<file path="src/rv_isa_pkg.sv">
package rv_isa_pkg;

	localparam int XLEN        = 32;
	localparam int REG_IDX_W   = 4;                // rv32e, x0 to x15.
	localparam int NUM_REGS    = 1 << REG_IDX_W;
	localparam int NUM_CLASSES = 10;
	localparam int NUM_FMTS    = 6;

	typedef logic [XLEN-1:0]        word_t;
	typedef logic [REG_IDX_W-1:0]   reg_idx_t;
	typedef logic [NUM_CLASSES-1:0] op_class_t;  // one-hot.
	typedef logic [NUM_FMTS-1:0]    fmt_t;       // one-hot.

	// operation class bit positions.
	localparam int CLS_LUI   = 0;
	localparam int CLS_AUIPC = 1;
	localparam int CLS_JAL   = 2;
	localparam int CLS_JALR  = 3;
	localparam int CLS_BEQ   = 4;  // all conditional branches.
	localparam int CLS_LW    = 5;  // all loads.
	localparam int CLS_SW    = 6;  // all stores.
	localparam int CLS_ADDI  = 7;
	localparam int CLS_ADD   = 8;
	localparam int CLS_CSR   = 9;  // system opcode, incl. ecall and mret.

	// format bit positions.
	localparam int FMT_R = 0;
	localparam int FMT_I = 1;
	localparam int FMT_S = 2;
	localparam int FMT_B = 3;
	localparam int FMT_U = 4;
	localparam int FMT_J = 5;

	// instruction bits 6 to 2.
	localparam logic [4:0] OPC_LUI   = 5'b01101;
	localparam logic [4:0] OPC_AUIPC = 5'b00101;
	localparam logic [4:0] OPC_JAL   = 5'b11011;
	localparam logic [4:0] OPC_JALR  = 5'b11001;
	localparam logic [4:0] OPC_BEQ   = 5'b11000;
	localparam logic [4:0] OPC_LW    = 5'b00000;
	localparam logic [4:0] OPC_SW    = 5'b01000;
	localparam logic [4:0] OPC_ADDI  = 5'b00100;
	localparam logic [4:0] OPC_ADD   = 5'b01100;
	localparam logic [4:0] OPC_CSR   = 5'b11100;
	localparam logic [4:0] OPC_FENCE = 5'b00011;

	// full-word system encodings.
	localparam word_t INSTR_ECALL = 32'h0000_0073;
	localparam word_t INSTR_MRET  = 32'h3020_0073;

endpackage

</file>
<file path="src/pipe_pkg.sv">
package pipe_pkg;

	// fields pulled out of one instruction by the decoder.
	typedef struct packed {
		rv_isa_pkg::op_class_t op_class;
		rv_isa_pkg::fmt_t      fmt;
		logic [2:0]            funct3;
		logic                  funct7_5;
		rv_isa_pkg::reg_idx_t  rd;
		rv_isa_pkg::reg_idx_t  rs1;
		rv_isa_pkg::reg_idx_t  rs2;
		logic                  reg_wen;
		logic                  need_rs1;
		logic                  need_rs2;
		logic                  is_ecall;
		logic                  is_mret;
		logic                  is_fencei;
	} dec_t;

	// result a later stage offers for forwarding.
	typedef struct packed {
		logic                 valid;
		logic                 reg_wen;
		logic                 is_load;  // value not ready yet.
		rv_isa_pkg::reg_idx_t rd;
		rv_isa_pkg::word_t    value;
	} bypass_t;

	typedef struct packed {
		logic                 en;
		rv_isa_pkg::reg_idx_t rd;
		rv_isa_pkg::word_t    value;
	} wb_t;

	// what decode hands to execute.
	typedef struct packed {
		rv_isa_pkg::word_t     pc;
		rv_isa_pkg::op_class_t op_class;
		logic [2:0]            funct3;
		logic                  funct7_5;
		rv_isa_pkg::reg_idx_t  rd;
		rv_isa_pkg::word_t     src1;
		rv_isa_pkg::word_t     src2;
		rv_isa_pkg::word_t     imm;
		logic                  reg_wen;
		logic                  is_fencei;
		logic                  is_ecall;
		logic                  is_mret;
	} issue_t;

endpackage

</file>
<file path="src/decode_ctrl.sv">
`timescale 1ns/1ps

module decode_ctrl (
	input  logic              clock,
	input  logic              rst_n,
	input  logic              in_valid,
	output logic              in_ready,
	input  rv_isa_pkg::word_t pc,
	input  pipe_pkg::dec_t    dec,
	input  rv_isa_pkg::word_t imm,
	input  rv_isa_pkg::word_t src1,
	input  rv_isa_pkg::word_t src2,
	input  logic              load_stall,
	input  logic              flush,
	output logic              out_valid,
	input  logic              out_ready,
	output pipe_pkg::issue_t  issue
);
	import pipe_pkg::*;

	logic   held_wr;
	logic   self_hazard;
	logic   xfer;
	issue_t issue_d;

	// the held instruction writes a register that execute has not produced yet.
	assign held_wr     = out_valid & issue.reg_wen & (issue.rd != '0);
	assign self_hazard = held_wr &
	                     ((dec.need_rs1 & (issue.rd == dec.rs1)) |
	                      (dec.need_rs2 & (issue.rd == dec.rs2)));

	assign in_ready = ~(load_stall | self_hazard) & (out_ready | ~out_valid);
	assign xfer     = in_valid & in_ready;

	always_comb begin
		issue_d.pc        = pc;
		issue_d.op_class  = dec.op_class;
		issue_d.funct3    = dec.funct3;
		issue_d.funct7_5  = dec.funct7_5;
		issue_d.rd        = dec.rd;
		issue_d.src1      = src1;
		issue_d.src2      = src2;
		issue_d.imm       = imm;
		issue_d.reg_wen   = dec.reg_wen;
		issue_d.is_fencei = dec.is_fencei;
		issue_d.is_ecall  = dec.is_ecall;
		issue_d.is_mret   = dec.is_mret;
	end

	always_ff @(posedge clock) begin
		if (!rst_n)
			out_valid <= 1'b0;
		else if (flush)
			out_valid <= 1'b0;  // wrong path, drop it.
		else if (xfer)
			out_valid <= 1'b1;
		else if (out_ready)
			out_valid <= 1'b0;
	end

	always_ff @(posedge clock) begin
		if (xfer)
			issue <= issue_d;
	end

endmodule

</file>
<file path="src/decode_stage.sv">
`timescale 1ns/1ps

module decode_stage (
	input  logic              clock,
	input  logic              rst_n,
	input  logic              in_valid,
	output logic              in_ready,
	input  rv_isa_pkg::word_t instr,
	input  rv_isa_pkg::word_t pc,
	input  pipe_pkg::bypass_t ex_byp,
	input  pipe_pkg::bypass_t mem_byp,
	input  pipe_pkg::wb_t     wb,
	input  logic              flush,
	output logic              out_valid,
	input  logic              out_ready,
	output pipe_pkg::issue_t  issue
);
	import rv_isa_pkg::*;
	import pipe_pkg::*;

	dec_t  dec;
	word_t imm;
	word_t rdata1;
	word_t rdata2;
	word_t src1;
	word_t src2;
	logic  load_stall;

	inst_decoder i_inst_decoder (
		.instr (instr),
		.dec   (dec)
	);

	imm_gen i_imm_gen (
		.instr (instr),
		.fmt   (dec.fmt),
		.imm   (imm)
	);

	reg_file i_reg_file (
		.clock  (clock),
		.rst_n  (rst_n),
		.raddr1 (dec.rs1),
		.raddr2 (dec.rs2),
		.rdata1 (rdata1),
		.rdata2 (rdata2),
		.wb     (wb)
	);

	operand_fwd i_operand_fwd (
		.dec        (dec),
		.rdata1     (rdata1),
		.rdata2     (rdata2),
		.ex_byp     (ex_byp),
		.mem_byp    (mem_byp),
		.src1       (src1),
		.src2       (src2),
		.load_stall (load_stall)
	);

	decode_ctrl i_decode_ctrl (
		.clock      (clock),
		.rst_n      (rst_n),
		.in_valid   (in_valid),
		.in_ready   (in_ready),
		.pc         (pc),
		.dec        (dec),
		.imm        (imm),
		.src1       (src1),
		.src2       (src2),
		.load_stall (load_stall),
		.flush      (flush),
		.out_valid  (out_valid),
		.out_ready  (out_ready),
		.issue      (issue)
	);

endmodule

</file>
<file path="src/imm_gen.sv">
`timescale 1ns/1ps

module imm_gen (
	input  rv_isa_pkg::word_t instr,
	input  rv_isa_pkg::fmt_t  fmt,
	output rv_isa_pkg::word_t imm
);
	import rv_isa_pkg::*;

	logic is_s;
	logic is_b;
	logic is_u;
	logic is_j;

	assign is_s = fmt[FMT_S];
	assign is_b = fmt[FMT_B];
	assign is_u = fmt[FMT_U];
	assign is_j = fmt[FMT_J];

	// anything not S, B, U or J takes the I layout, R included.
	assign imm[31]    = instr[31];
	assign imm[30:20] = is_u ? instr[30:20] : {11{instr[31]}};
	assign imm[19:12] = (is_u | is_j) ? instr[19:12] : {8{instr[31]}};
	assign imm[11]    = is_b ? instr[7] :
	                    is_u ? 1'b0 :
	                    is_j ? instr[20] :
	                    instr[31];
	assign imm[10:5]  = is_u ? 6'b0 : instr[30:25];
	assign imm[4:1]   = is_u ? 4'b0 :
	                    (is_s | is_b) ? instr[11:8] :
	                    instr[24:21];   // I and J share these bits.
	assign imm[0]     = is_s ? instr[7] :
	                    (is_b | is_u | is_j) ? 1'b0 :
	                    instr[20];

endmodule

</file>
<file path="src/inst_decoder.sv">
`timescale 1ns/1ps

module inst_decoder (
	input  rv_isa_pkg::word_t instr,
	output pipe_pkg::dec_t    dec
);
	import rv_isa_pkg::*;

	logic [4:0] opc;
	logic [2:0] funct3;
	op_class_t  cls;
	fmt_t       fmt;
	logic       need_rs2;
	logic       csr_nowb;

	assign opc    = instr[6:2];
	assign funct3 = instr[14:12];

	// one class per opcode, unknown opcodes give all zero.
	assign cls[CLS_LUI]   = (opc == OPC_LUI);
	assign cls[CLS_AUIPC] = (opc == OPC_AUIPC);
	assign cls[CLS_JAL]   = (opc == OPC_JAL);
	assign cls[CLS_JALR]  = (opc == OPC_JALR);
	assign cls[CLS_BEQ]   = (opc == OPC_BEQ);
	assign cls[CLS_LW]    = (opc == OPC_LW);
	assign cls[CLS_SW]    = (opc == OPC_SW);
	assign cls[CLS_ADDI]  = (opc == OPC_ADDI);
	assign cls[CLS_ADD]   = (opc == OPC_ADD);
	assign cls[CLS_CSR]   = (opc == OPC_CSR);

	assign fmt[FMT_R] = cls[CLS_ADD];
	assign fmt[FMT_I] = cls[CLS_JALR] | cls[CLS_LW] | cls[CLS_ADDI] | cls[CLS_CSR];
	assign fmt[FMT_S] = cls[CLS_SW];
	assign fmt[FMT_B] = cls[CLS_BEQ];
	assign fmt[FMT_U] = cls[CLS_LUI] | cls[CLS_AUIPC];
	assign fmt[FMT_J] = cls[CLS_JAL];

	// funct3 zero on the system opcode is ecall, ebreak or mret.
	assign csr_nowb = cls[CLS_CSR] & (funct3 == 3'b000);
	assign need_rs2 = cls[CLS_BEQ] | cls[CLS_SW] | cls[CLS_ADD];

	always_comb begin
		dec.op_class  = cls;
		dec.fmt       = fmt;
		dec.funct3    = funct3;
		dec.funct7_5  = instr[30];
		dec.rd        = instr[10:7];   // bit 11 unused in rv32e.
		dec.rs1       = instr[18:15];
		dec.rs2       = instr[23:20];
		dec.reg_wen   = fmt[FMT_R] | fmt[FMT_U] | fmt[FMT_J] | (fmt[FMT_I] & ~csr_nowb);
		dec.need_rs2  = need_rs2;
		dec.need_rs1  = need_rs2 | cls[CLS_JALR] | cls[CLS_LW] | cls[CLS_ADDI] | cls[CLS_CSR];
		dec.is_ecall  = (instr == INSTR_ECALL);
		dec.is_mret   = (instr == INSTR_MRET);
		dec.is_fencei = (opc == OPC_FENCE);
	end

endmodule

</file>
<file path="src/operand_fwd.sv">
`timescale 1ns/1ps

module operand_fwd (
	input  pipe_pkg::dec_t    dec,
	input  rv_isa_pkg::word_t rdata1,
	input  rv_isa_pkg::word_t rdata2,
	input  pipe_pkg::bypass_t ex_byp,
	input  pipe_pkg::bypass_t mem_byp,
	output rv_isa_pkg::word_t src1,
	output rv_isa_pkg::word_t src2,
	output logic              load_stall
);
	import rv_isa_pkg::*;
	import pipe_pkg::*;

	logic ex_hit1;
	logic ex_hit2;
	logic mem_hit1;
	logic mem_hit2;

	// a stage result that this operand would read.
	function automatic logic byp_hit(
		input bypass_t  byp,
		input reg_idx_t idx,
		input logic     need
	);
		return byp.valid & byp.reg_wen & (byp.rd != '0) & (byp.rd == idx) & need;
	endfunction

	assign ex_hit1  = byp_hit(ex_byp, dec.rs1, dec.need_rs1);
	assign ex_hit2  = byp_hit(ex_byp, dec.rs2, dec.need_rs2);
	assign mem_hit1 = byp_hit(mem_byp, dec.rs1, dec.need_rs1);
	assign mem_hit2 = byp_hit(mem_byp, dec.rs2, dec.need_rs2);

	// youngest result wins.
	assign src1 = ex_hit1  ? ex_byp.value :
	              mem_hit1 ? mem_byp.value :
	              rdata1;
	assign src2 = ex_hit2  ? ex_byp.value :
	              mem_hit2 ? mem_byp.value :
	              rdata2;

	// load data is not there yet, hold the instruction.
	assign load_stall = (ex_byp.is_load & (ex_hit1 | ex_hit2)) |
	                    (mem_byp.is_load & (mem_hit1 | mem_hit2));

endmodule

</file>
<file path="src/reg_file.sv">
`timescale 1ns/1ps

module reg_file (
	input  logic                 clock,
	input  logic                 rst_n,
	input  rv_isa_pkg::reg_idx_t raddr1,
	input  rv_isa_pkg::reg_idx_t raddr2,
	output rv_isa_pkg::word_t    rdata1,
	output rv_isa_pkg::word_t    rdata2,
	input  pipe_pkg::wb_t        wb
);
	import rv_isa_pkg::*;

	word_t regs [NUM_REGS];

	always_ff @(posedge clock) begin
		if (!rst_n) begin
			for (int i = 0; i < NUM_REGS; i++) begin
				regs[i] <= '0;
			end
		end else if (wb.en && wb.rd != '0) begin
			regs[wb.rd] <= wb.value;
		end
	end

	// x0 reads zero, a write to the same register passes straight through.
	assign rdata1 = (raddr1 == '0) ? '0 :
	                (wb.en && wb.rd == raddr1) ? wb.value :
	                regs[raddr1];
	assign rdata2 = (raddr2 == '0) ? '0 :
	                (wb.en && wb.rd == raddr2) ? wb.value :
	                regs[raddr2];

endmodule

</file>
<file path="config.mk">
export PLATFORM = sky130hd
export DESIGN_NAME = decode_stage
export DESIGN_NICKNAME = d
export VERILOG_FILES = /design/src/rv_isa_pkg.sv /design/src/pipe_pkg.sv /design/src/decode_ctrl.sv /design/src/decode_stage.sv /design/src/imm_gen.sv /design/src/inst_decoder.sv /design/src/operand_fwd.sv /design/src/reg_file.sv
export SDC_FILE = /design/constraint.sdc
export NUM_CORES = 1
export LEC_CHECK = 0
export ABC_AREA = 1
export BUFFER_PORTS_ARGS = -buffer_cell sky130_fd_sc_hd__buf_2
export CAP_MARGIN = 40
export CORE_ASPECT_RATIO = 2
export CORE_MARGIN = 2
export CORE_UTILIZATION = 30
export CTS_BUF_LIST = sky130_fd_sc_hd__clkbuf_8 sky130_fd_sc_hd__clkbuf_16
export DETAILED_ROUTE_END_ITERATION = 6
export GPL_TIMING_DRIVEN = 0
export PLACE_DENSITY = 0.53
export SETUP_SLACK_MARGIN = 0.4
export SLEW_MARGIN = 20
export SYNTH_ARGS = -nofsm -noshare
export SYNTH_HDL_FRONTEND = slang
export SYNTH_SLANG_ARGS = --single-unit
</file>
<file path="constraint.sdc">
create_clock -name clock -period 5.1 [get_ports clock]
set_input_delay 0.255 -clock clock [delete_from_list [all_inputs] [get_ports clock]]
set_output_delay 0.255 -clock clock [all_outputs]
set_load 0.01 [all_outputs]
</file>
==> flow_summary.toml, run 1 <==
[critical_path]
worst_setup_path_end_kind = "flip-flop"
timing.critical_path.arrival_ns = 3.59
startpoint_type = "primary input"
timing.critical_path.fanout_max = 23
r2r.worst_path.cells = 10
critical_path_required_ns = 5.52
r2r_slack_ns = 2.40
worstSetupPathType = "primary input to flip-flop"
timing.rr.end = "i_decode_ctrl.issue[146]"
worst_r2r_startpoint = "i_decode_ctrl.issue[103]"

[timing]
timing.final.crit_share_pct = 62.1
fmax_mhz = 316
final_hold_viol_count = 0
timing_worst_slew_pin_value_ns = 0.967
finClkSkew_ns = 0.0235
timing.final.max_slew_violations = 0
final_period_minus_worst_setup_slack_ns = 3.17
final-setup-viol-count = 0
relSlewSlack_pct = 35.6
final_worst_slack_ns = 1.93
setup_repair_after_global_routing_missed_its_margin = "false"

[pwr]
ir_worst_vdd_uv = 266
leakagePower_nw = 16.4
switching_share_pct = 29.3
share_seq_of_total_power_pct = 47.8
power_per_cell_area_mw_per_mm2 = 323
net-switching-power_w = 0.00399
intPower_w = 0.00965
power.clock.fraction_pct = 36.3
pwr-share-comb_pct = 16.0

[placed_design]
place_worst_setup_slack_ns = 1.38
gp_routability_congestion = 1.03
port_buffers = 331
post-dp-hpwl_mm = 141
dp_cells = 5848

[status]
failed_checks = "design-rule violations"
outcome = "finished with violations"

[final_layout]
final_net_count = 4680
drive_gt1_share_pct = 14.3
layout_commonest_cell = "sky130_fd_sc_hd__nor2_1"
areaGrowthSynthToFinish_pct = 22.4
final_core_utilization_pct = 37.0
layout.cells.most_common_list = "sky130_fd_sc_hd__nor2_1 (851), sky130_fd_sc_hd__edfxtp_1 (662), sky130_fd_sc_hd__nand2_1 (507), sky130_fd_sc_hd__o21ai_0 (454), sky130_fd_sc_hd__buf_2 (418)"
instances_no_fill = 6053

[clocking]
tritoncts_num_sinks = 663
clock-root-buffer = "sky130_fd_sc_hd__clkbuf_16"
clock_tree.buffer_depth = 3
numCtsBuffers = 58
postCtsSetupBuffers = 0
path_clk_slew_ns = 0.07
cts-resized-gates = 0
tritoncts = "yes"
cts-htree-levels = 2
postCtsHoldBufs = 87
clk_latency_ns = 0.72

[drt]
totalWireLength_mm = 182
drc = 5
num_vias = 33100
post_drt_wl_per_cell_um = 30.1
drt_first_iter_violations = 2954
detail_route.vias_per_cell = 5.48
final_antenna_violating_net_count = 0
drtPass1Iterations = 7

[min_path]
min_path_type = "primary input to flip-flop"
hold_path_startpoint = "ex_byp[23]"
hold_depth = 3
timing.hold.worst_endpoint = "i_decode_ctrl.issue[59]"

[logic_synthesis]
synth.ff_latch_count = 663
ys_seq_area_share_pct = 57.8
avgSynthCellArea_sq_um = 8.81
synth_cell_types = 34
postSynth.asyncResetShare_pct = 0
syn_area_sq_mm = 0.0344
synth_cells = 3908
synth_warnings = 0
synth_top_flop_cell = "sky130_fd_sc_hd__edfxtp_1"
synth_enable_flop_cells = 662

[die]
start_util_pct = 30.3
coreArea_sq_mm = 0.114
fp.dieArea_sq_mm = 0.118
die_x_um = 244
io_pins = 336
core.rowCount = 175
die_height_um = 483

[global_route]
via_count_of_the_first_global_routing_pass = 33200
overall_fraction_of_global_route_tracks_in_use_pct = 30.3
grt_max_degree = 105
grt_pass1_wl_mm = 249
leftover_overflow_at_the_end_of_global_routing = 0
grt_antenna_before_repair = 11

[flow_run]
cap_viol_max_count = 0
[layout make-up]
type                    count  area, sq um
fillers                 11700        71700
flip-flops and latches    663        19900
multi-input cells        2693        12300
repair buffers            497         3630
well taps                1504         1880
clock buffers              61         1530
plain buffers             323         1410
inverters                 260          983
clock inverters            46          499
diodes                      6         15.0
[critical path: stages]
cell and delay (ns):
sky130_fd_sc_hd__clkbuf_1 0.62, sky130_fd_sc_hd__nand2_1 0.19, sky130_fd_sc_hd__nor3_1 0.73, sky130_fd_sc_hd__nand2_1 0.66, sky130_fd_sc_hd__clkbuf_1 0.44, sky130_fd_sc_hd__nand2_2 0.38
sky130_fd_sc_hd__buf_12 0.24
[cells in the mapped netlist, drive strengths merged (2+ instances only)]
library cell | number | area, sq um
xor2 | 2 | 17.5
xnor2 | 11 | 96.3
buf | 125 | 653
nor2 | 857 | 3230
a21oi | 251 | 1260
o211ai | 120 | 901
clkbuf | 198 | 743
edfxtp | 662 | 19900
nor4 | 5 | 31.3
clkinv | 35 | 131
inv | 225 | 845
nor3 | 7 | 40.0
nand2 | 522 | 1960
nand3 | 301 | 1520
nand4 | 94 | 588
o22ai | 21 | 131
o21ai | 454 | 2270
a31oi | 9 | 56.3
or2 | 2 | 12.5
[metrics by stage]
stage | hold slack, ns | power, W | TNS [ns] | cell area (sq um)
floorplan | 0.354 | 0.00757 | 0 | 34600
global route | 0.0417 | 0.0139 | 0 | 42200
CTS | 0.0280 | 0.0135 | 0 | 42100
detailed placement | 0.434 | 0.00867 | 0 | 39200
finish | 0.0249 | 0.0136 | 0 | 42200
global placement | 0.431 | 0.00858 | -273.60 | 38100
[power groups by stage]
stage / Sequential [W] / Combinational, W / Clock [W]
CTS: 0.00651 / 0.00209 / 0.00493
floorplan: 0.00666 / 0.000908 / 0
detailed placement: 0.00663 / 0.00203 / 0
global route: 0.00655 / 0.00227 / 0.00510
finish: 0.00652 / 0.00218 / 0.00495
global placement: 0.00665 / 0.00193 / 0
[worst max path at each step]
| stage | startpoint | to | slack (ns) | depth (start not counted) |
|---|---|---|---|---|
| after global routing | rst_n | i_reg_file.regs[14][9] | 1.97 | 7 |
| after global placement | instr[20] | i_decode_ctrl.issue[125] | -1.85 | 11 |
| after CTS | rst_n | i_reg_file.regs[10][13] | 2.08 | 7 |
| after floorplan | instr[6] | i_decode_ctrl.issue[0] | 0.52 | 10 |
| after detailed placement | rst_n | i_reg_file.regs[10][13] | 1.38 | 7 |
| final | rst_n | i_reg_file.regs[14][9] | 1.93 | 7 |
[registers in the layout, summed over array words and instances (netlist names)]
name / cells
i_reg_file.regs: 512
i_decode_ctrl.out_valid: 1
i_decode_ctrl.issue: 150
[kinds of logic after synthesis]
logic type / after synthesis / synth area share, %
AO/OA/AOI/OAI: 858 / 13.5
XOR/XNOR: 13 / 0.331
buffers and inverters: 583 / 6.89
flip-flops: 663 / 57.8
multiplexers: 1 / 0.0291
other: 1 / 0.0109
AND/OR/NAND/NOR: 1789 / 21.5
[metal layers]
layer,routed length (um),track usage (%),up-vias
met2,91000,54.1,2014
met5,103,0,-
met4,20100,27.2,16
met3,13100,5.82,816
li1,-,-,14600
met1,57600,29.2,15700
No activity file was read; power rests on OpenSTA's default activity.
==> run 2: changes to the inputs <==
--- a/config.mk
+++ b/config.mk
@@ -14,7 +14,7 @@
 export CTS_BUF_LIST = sky130_fd_sc_hd__clkbuf_8 sky130_fd_sc_hd__clkbuf_16
 export DETAILED_ROUTE_END_ITERATION = 6
 export GPL_TIMING_DRIVEN = 0
-export PLACE_DENSITY = 0.53
+export PLACE_DENSITY = 0.55
 export SETUP_SLACK_MARGIN = 0.4
 export SLEW_MARGIN = 20
 export SYNTH_ARGS = -nofsm -noshare
==> constraint.sdc (replaced) <==
create_clock -name clock -period 2.8 [get_ports clock]
set_input_delay 0.14 -clock clock [delete_from_list [all_inputs] [get_ports clock]]
set_output_delay 0.14 -clock clock [all_outputs]
set_load 0.01 [all_outputs]
==> flow_summary.toml, run 2 (synthesis gave the netlist of run 1 again) <==
[status]
outcome = "finished with violations"
failed_checks = "negative hold slack"

[global_route]
grt_max_degree = 37
via_count_of_the_first_global_routing_pass = 33700
grt_antenna_before_repair = 14
grt_pass1_wl_mm = 253
overall_fraction_of_global_route_tracks_in_use_pct = 30.7
leftover_overflow_at_the_end_of_global_routing = 0

[die]
die_height_um = 483
coreArea_sq_mm = 0.114
die_x_um = 244
fp.dieArea_sq_mm = 0.118
io_pins = 336
core.rowCount = 175
start_util_pct = 30.3

[final_layout]
final_design_area_no_fill_sq_mm = 0.0429
largest_register_ff_count = 512
areaGrowthSynthToFinish_pct = 24.5
most_flops_register = "i_reg_file.regs"
num-fill-cells = 11600
multiInputGateArea_sq_mm = 0.0124
drive_gt1_share_pct = 15.1
final_net_count = 4745
instances_no_fill = 6125
area.sequential_sq_mm = 0.0199
layout_commonest_cell = "sky130_fd_sc_hd__nor2_1"
top_regs = "i_reg_file.regs x512, i_decode_ctrl.issue x150, i_decode_ctrl.out_valid x1"
layout.cells.most_common_list = "sky130_fd_sc_hd__nor2_1 (851), sky130_fd_sc_hd__edfxtp_1 (662), sky130_fd_sc_hd__nand2_1 (506), sky130_fd_sc_hd__o21ai_0 (454), sky130_fd_sc_hd__buf_2 (416)"

[critical_path]
r2r_slack_ns = 0.50
timing.critical_path.fanout_max = 10
cpMostUsedCell = "sky130_fd_sc_hd__buf_2"
worst_setup_path_end_kind = "flip-flop"
slowest_stage_cell_on_the_critical_path = "sky130_fd_sc_hd__nor2_2"
path_delay_family = "simple AND/OR/NAND/NOR gates"
worstSetupPathType = "primary input to flip-flop"
timing.critical_path.buf_inv = 3
slowest_delay_ns = 0.70
timing.critical_path.cells = "buf_2, buf_2, nor2_2, nand3_1, nand2_1, buf_2, a21oi_1, a21oi_1, nor2_1"
critical_path_required_ns = 3.25
startpoint_type = "primary input"
timing.critical_path.arrival_ns = 2.96

[clocking]
cts-htree-levels = 2
clk_latency_ns = 0.70
clock_tree.buffer_depth = 3
tritoncts_num_sinks = 663
path_clk_slew_ns = 0.08
numCtsBuffers = 58
clock-root-buffer = "sky130_fd_sc_hd__clkbuf_16"
tritoncts = "yes"

[timing]
final-setup-viol-count = 0
timing.hold.ws_ns = -0.00516
final_hold_viol_count = 7
setup_repair_after_global_routing_missed_its_margin = "true"
timing.final.crit_share_pct = 89.7
final_period_minus_worst_setup_slack_ns = 2.51
setup_tns_ns = 0
relSlewSlack_pct = 36.7
timing.final.max_slew_violations = 0
fmax_mhz = 398
timing_worst_slew_pin_value_ns = 0.949
finClkSkew_ns = 0.0189

[drt]
totalWireLength_mm = 185
drtPass1Iterations = 6
detail_route.vias_per_cell = 5.54
num_vias = 34000
drt_first_iter_violations = 3478
drc = 0
final_antenna_violating_net_count = 0
post_drt_wl_per_cell_um = 30.2

[placed_design]
post-dp-hpwl_mm = 142
dp_cells = 5858
placed_cell_area_sq_mm = 0.0394
port_buffers = 331
gp_routability_congestion = 1.02

[pwr]
finalPower_w = 0.0247
leakagePower_nw = 16.7
power_per_cell_area_mw_per_mm2 = 575
ir_worst_vdd_uv = 494

[flow_run]
cap_viol_max_count = 0

[min_path]
min_path_type = "primary input to flip-flop"
run 2: changes by cell type in the layout (fill, tap and decap cells not counted), moves of 4 or more:
cell	previous run	this run
sky130_fd_sc_hd__dlygate4sd3_1	87	132
sky130_fd_sc_hd__clkinv_2	6	14
sky130_fd_sc_hd__inv_1	223	215
sky130_fd_sc_hd__buf_4	19	25
sky130_fd_sc_hd__diode_2	6	12
sky130_fd_sc_hd__buf_8	16	21
sky130_fd_sc_hd__clkbuf_1	187	182
sky130_fd_sc_hd__clkbuf_2	11	16
sky130_fd_sc_hd__clkinv_1	47	42
sky130_fd_sc_hd__inv_2	6	11
sky130_fd_sc_hd__inv_6	1	5
run 2: final timing paths:
check	startpoint	end	cells after the start
min reg2reg	i_reg_file.regs[11][31]	i_decode_ctrl.issue[99]	6
max	instr[23]	i_decode_ctrl.issue[40]	9
min	wb[17]	i_reg_file.regs[14][17]	3
max reg2reg	i_reg_file.regs[13][15]	i_decode_ctrl.issue[83]	8
run 2: worst reg2reg max path, cell delays in order (launching register included):
cell and delay (ns):
sky130_fd_sc_hd__edfxtp_1 0.33, sky130_fd_sc_hd__inv_1 0.05, sky130_fd_sc_hd__a21oi_1 0.11, sky130_fd_sc_hd__o21ai_0 0.11, sky130_fd_sc_hd__nand3_1 0.31, sky130_fd_sc_hd__nand4_1 0.55
sky130_fd_sc_hd__nand3_1 0.43, sky130_fd_sc_hd__nand3_1 0.12, sky130_fd_sc_hd__a21oi_1 0.15
run 2: final cells by class:
type | instances | share of cell area [%]
Tap cell | 1504 | 4.39
Inverter | 260 | 2.30
Timing Repair Buffer | 561 | 10.1
Antenna cell | 12 | 0.0700
Sequential cell | 663 | 46.4
Multi-Input combinational cell | 2693 | 28.8
Buffer | 323 | 3.33
Clock inverter | 50 | 1.15
Timing Repair inverter | 1 | 0.0117
Clock buffer | 58 | 3.38
run 2: what timing repair did:
item / 4_1_cts / 5_1_grt
hold buffers: 132 / 0
setup endpoints to repair: 239 / 142
setup buffers: 2 / 2
cloned: 1 / 3
hold endpoints to repair: 188 / 0
pin swaps: 1 / 0
gates resized for setup: 4 / 11
run 2: where the power goes:
part           switching, W  internal, W  leakage [nW]  total [W]
Clock               0.00420      0.00448         0.955    0.00868
Sequential         0.000261       0.0116          6.37     0.0119
Combinational       0.00294      0.00118          9.35    0.00412
run 2: routing by layer:
| metal | global-route usage (%) | routed length (um) | vias to the layer above |
|---|---|---|---|
| li1 | - | - | 14700 |
| met1 | 29.3 | 57200 | 16100 |
| met2 | 54.0 | 91700 | 2221 |
| met3 | 6.67 | 14700 | 875 |
| met4 | 29.4 | 21500 | 10 |
| met5 | 0 | 63 | - |
run 2: through the flow:
stage / setup WS [ns] / util [%]
after floorplan: -0.882 / -
final: 0.289 / 37.7
after global routing: 0.392 / 37.6
after CTS: 0.427 / 37.5
after detailed placement: -0.513 / 34.6
after global placement: -3.02 / 33.5
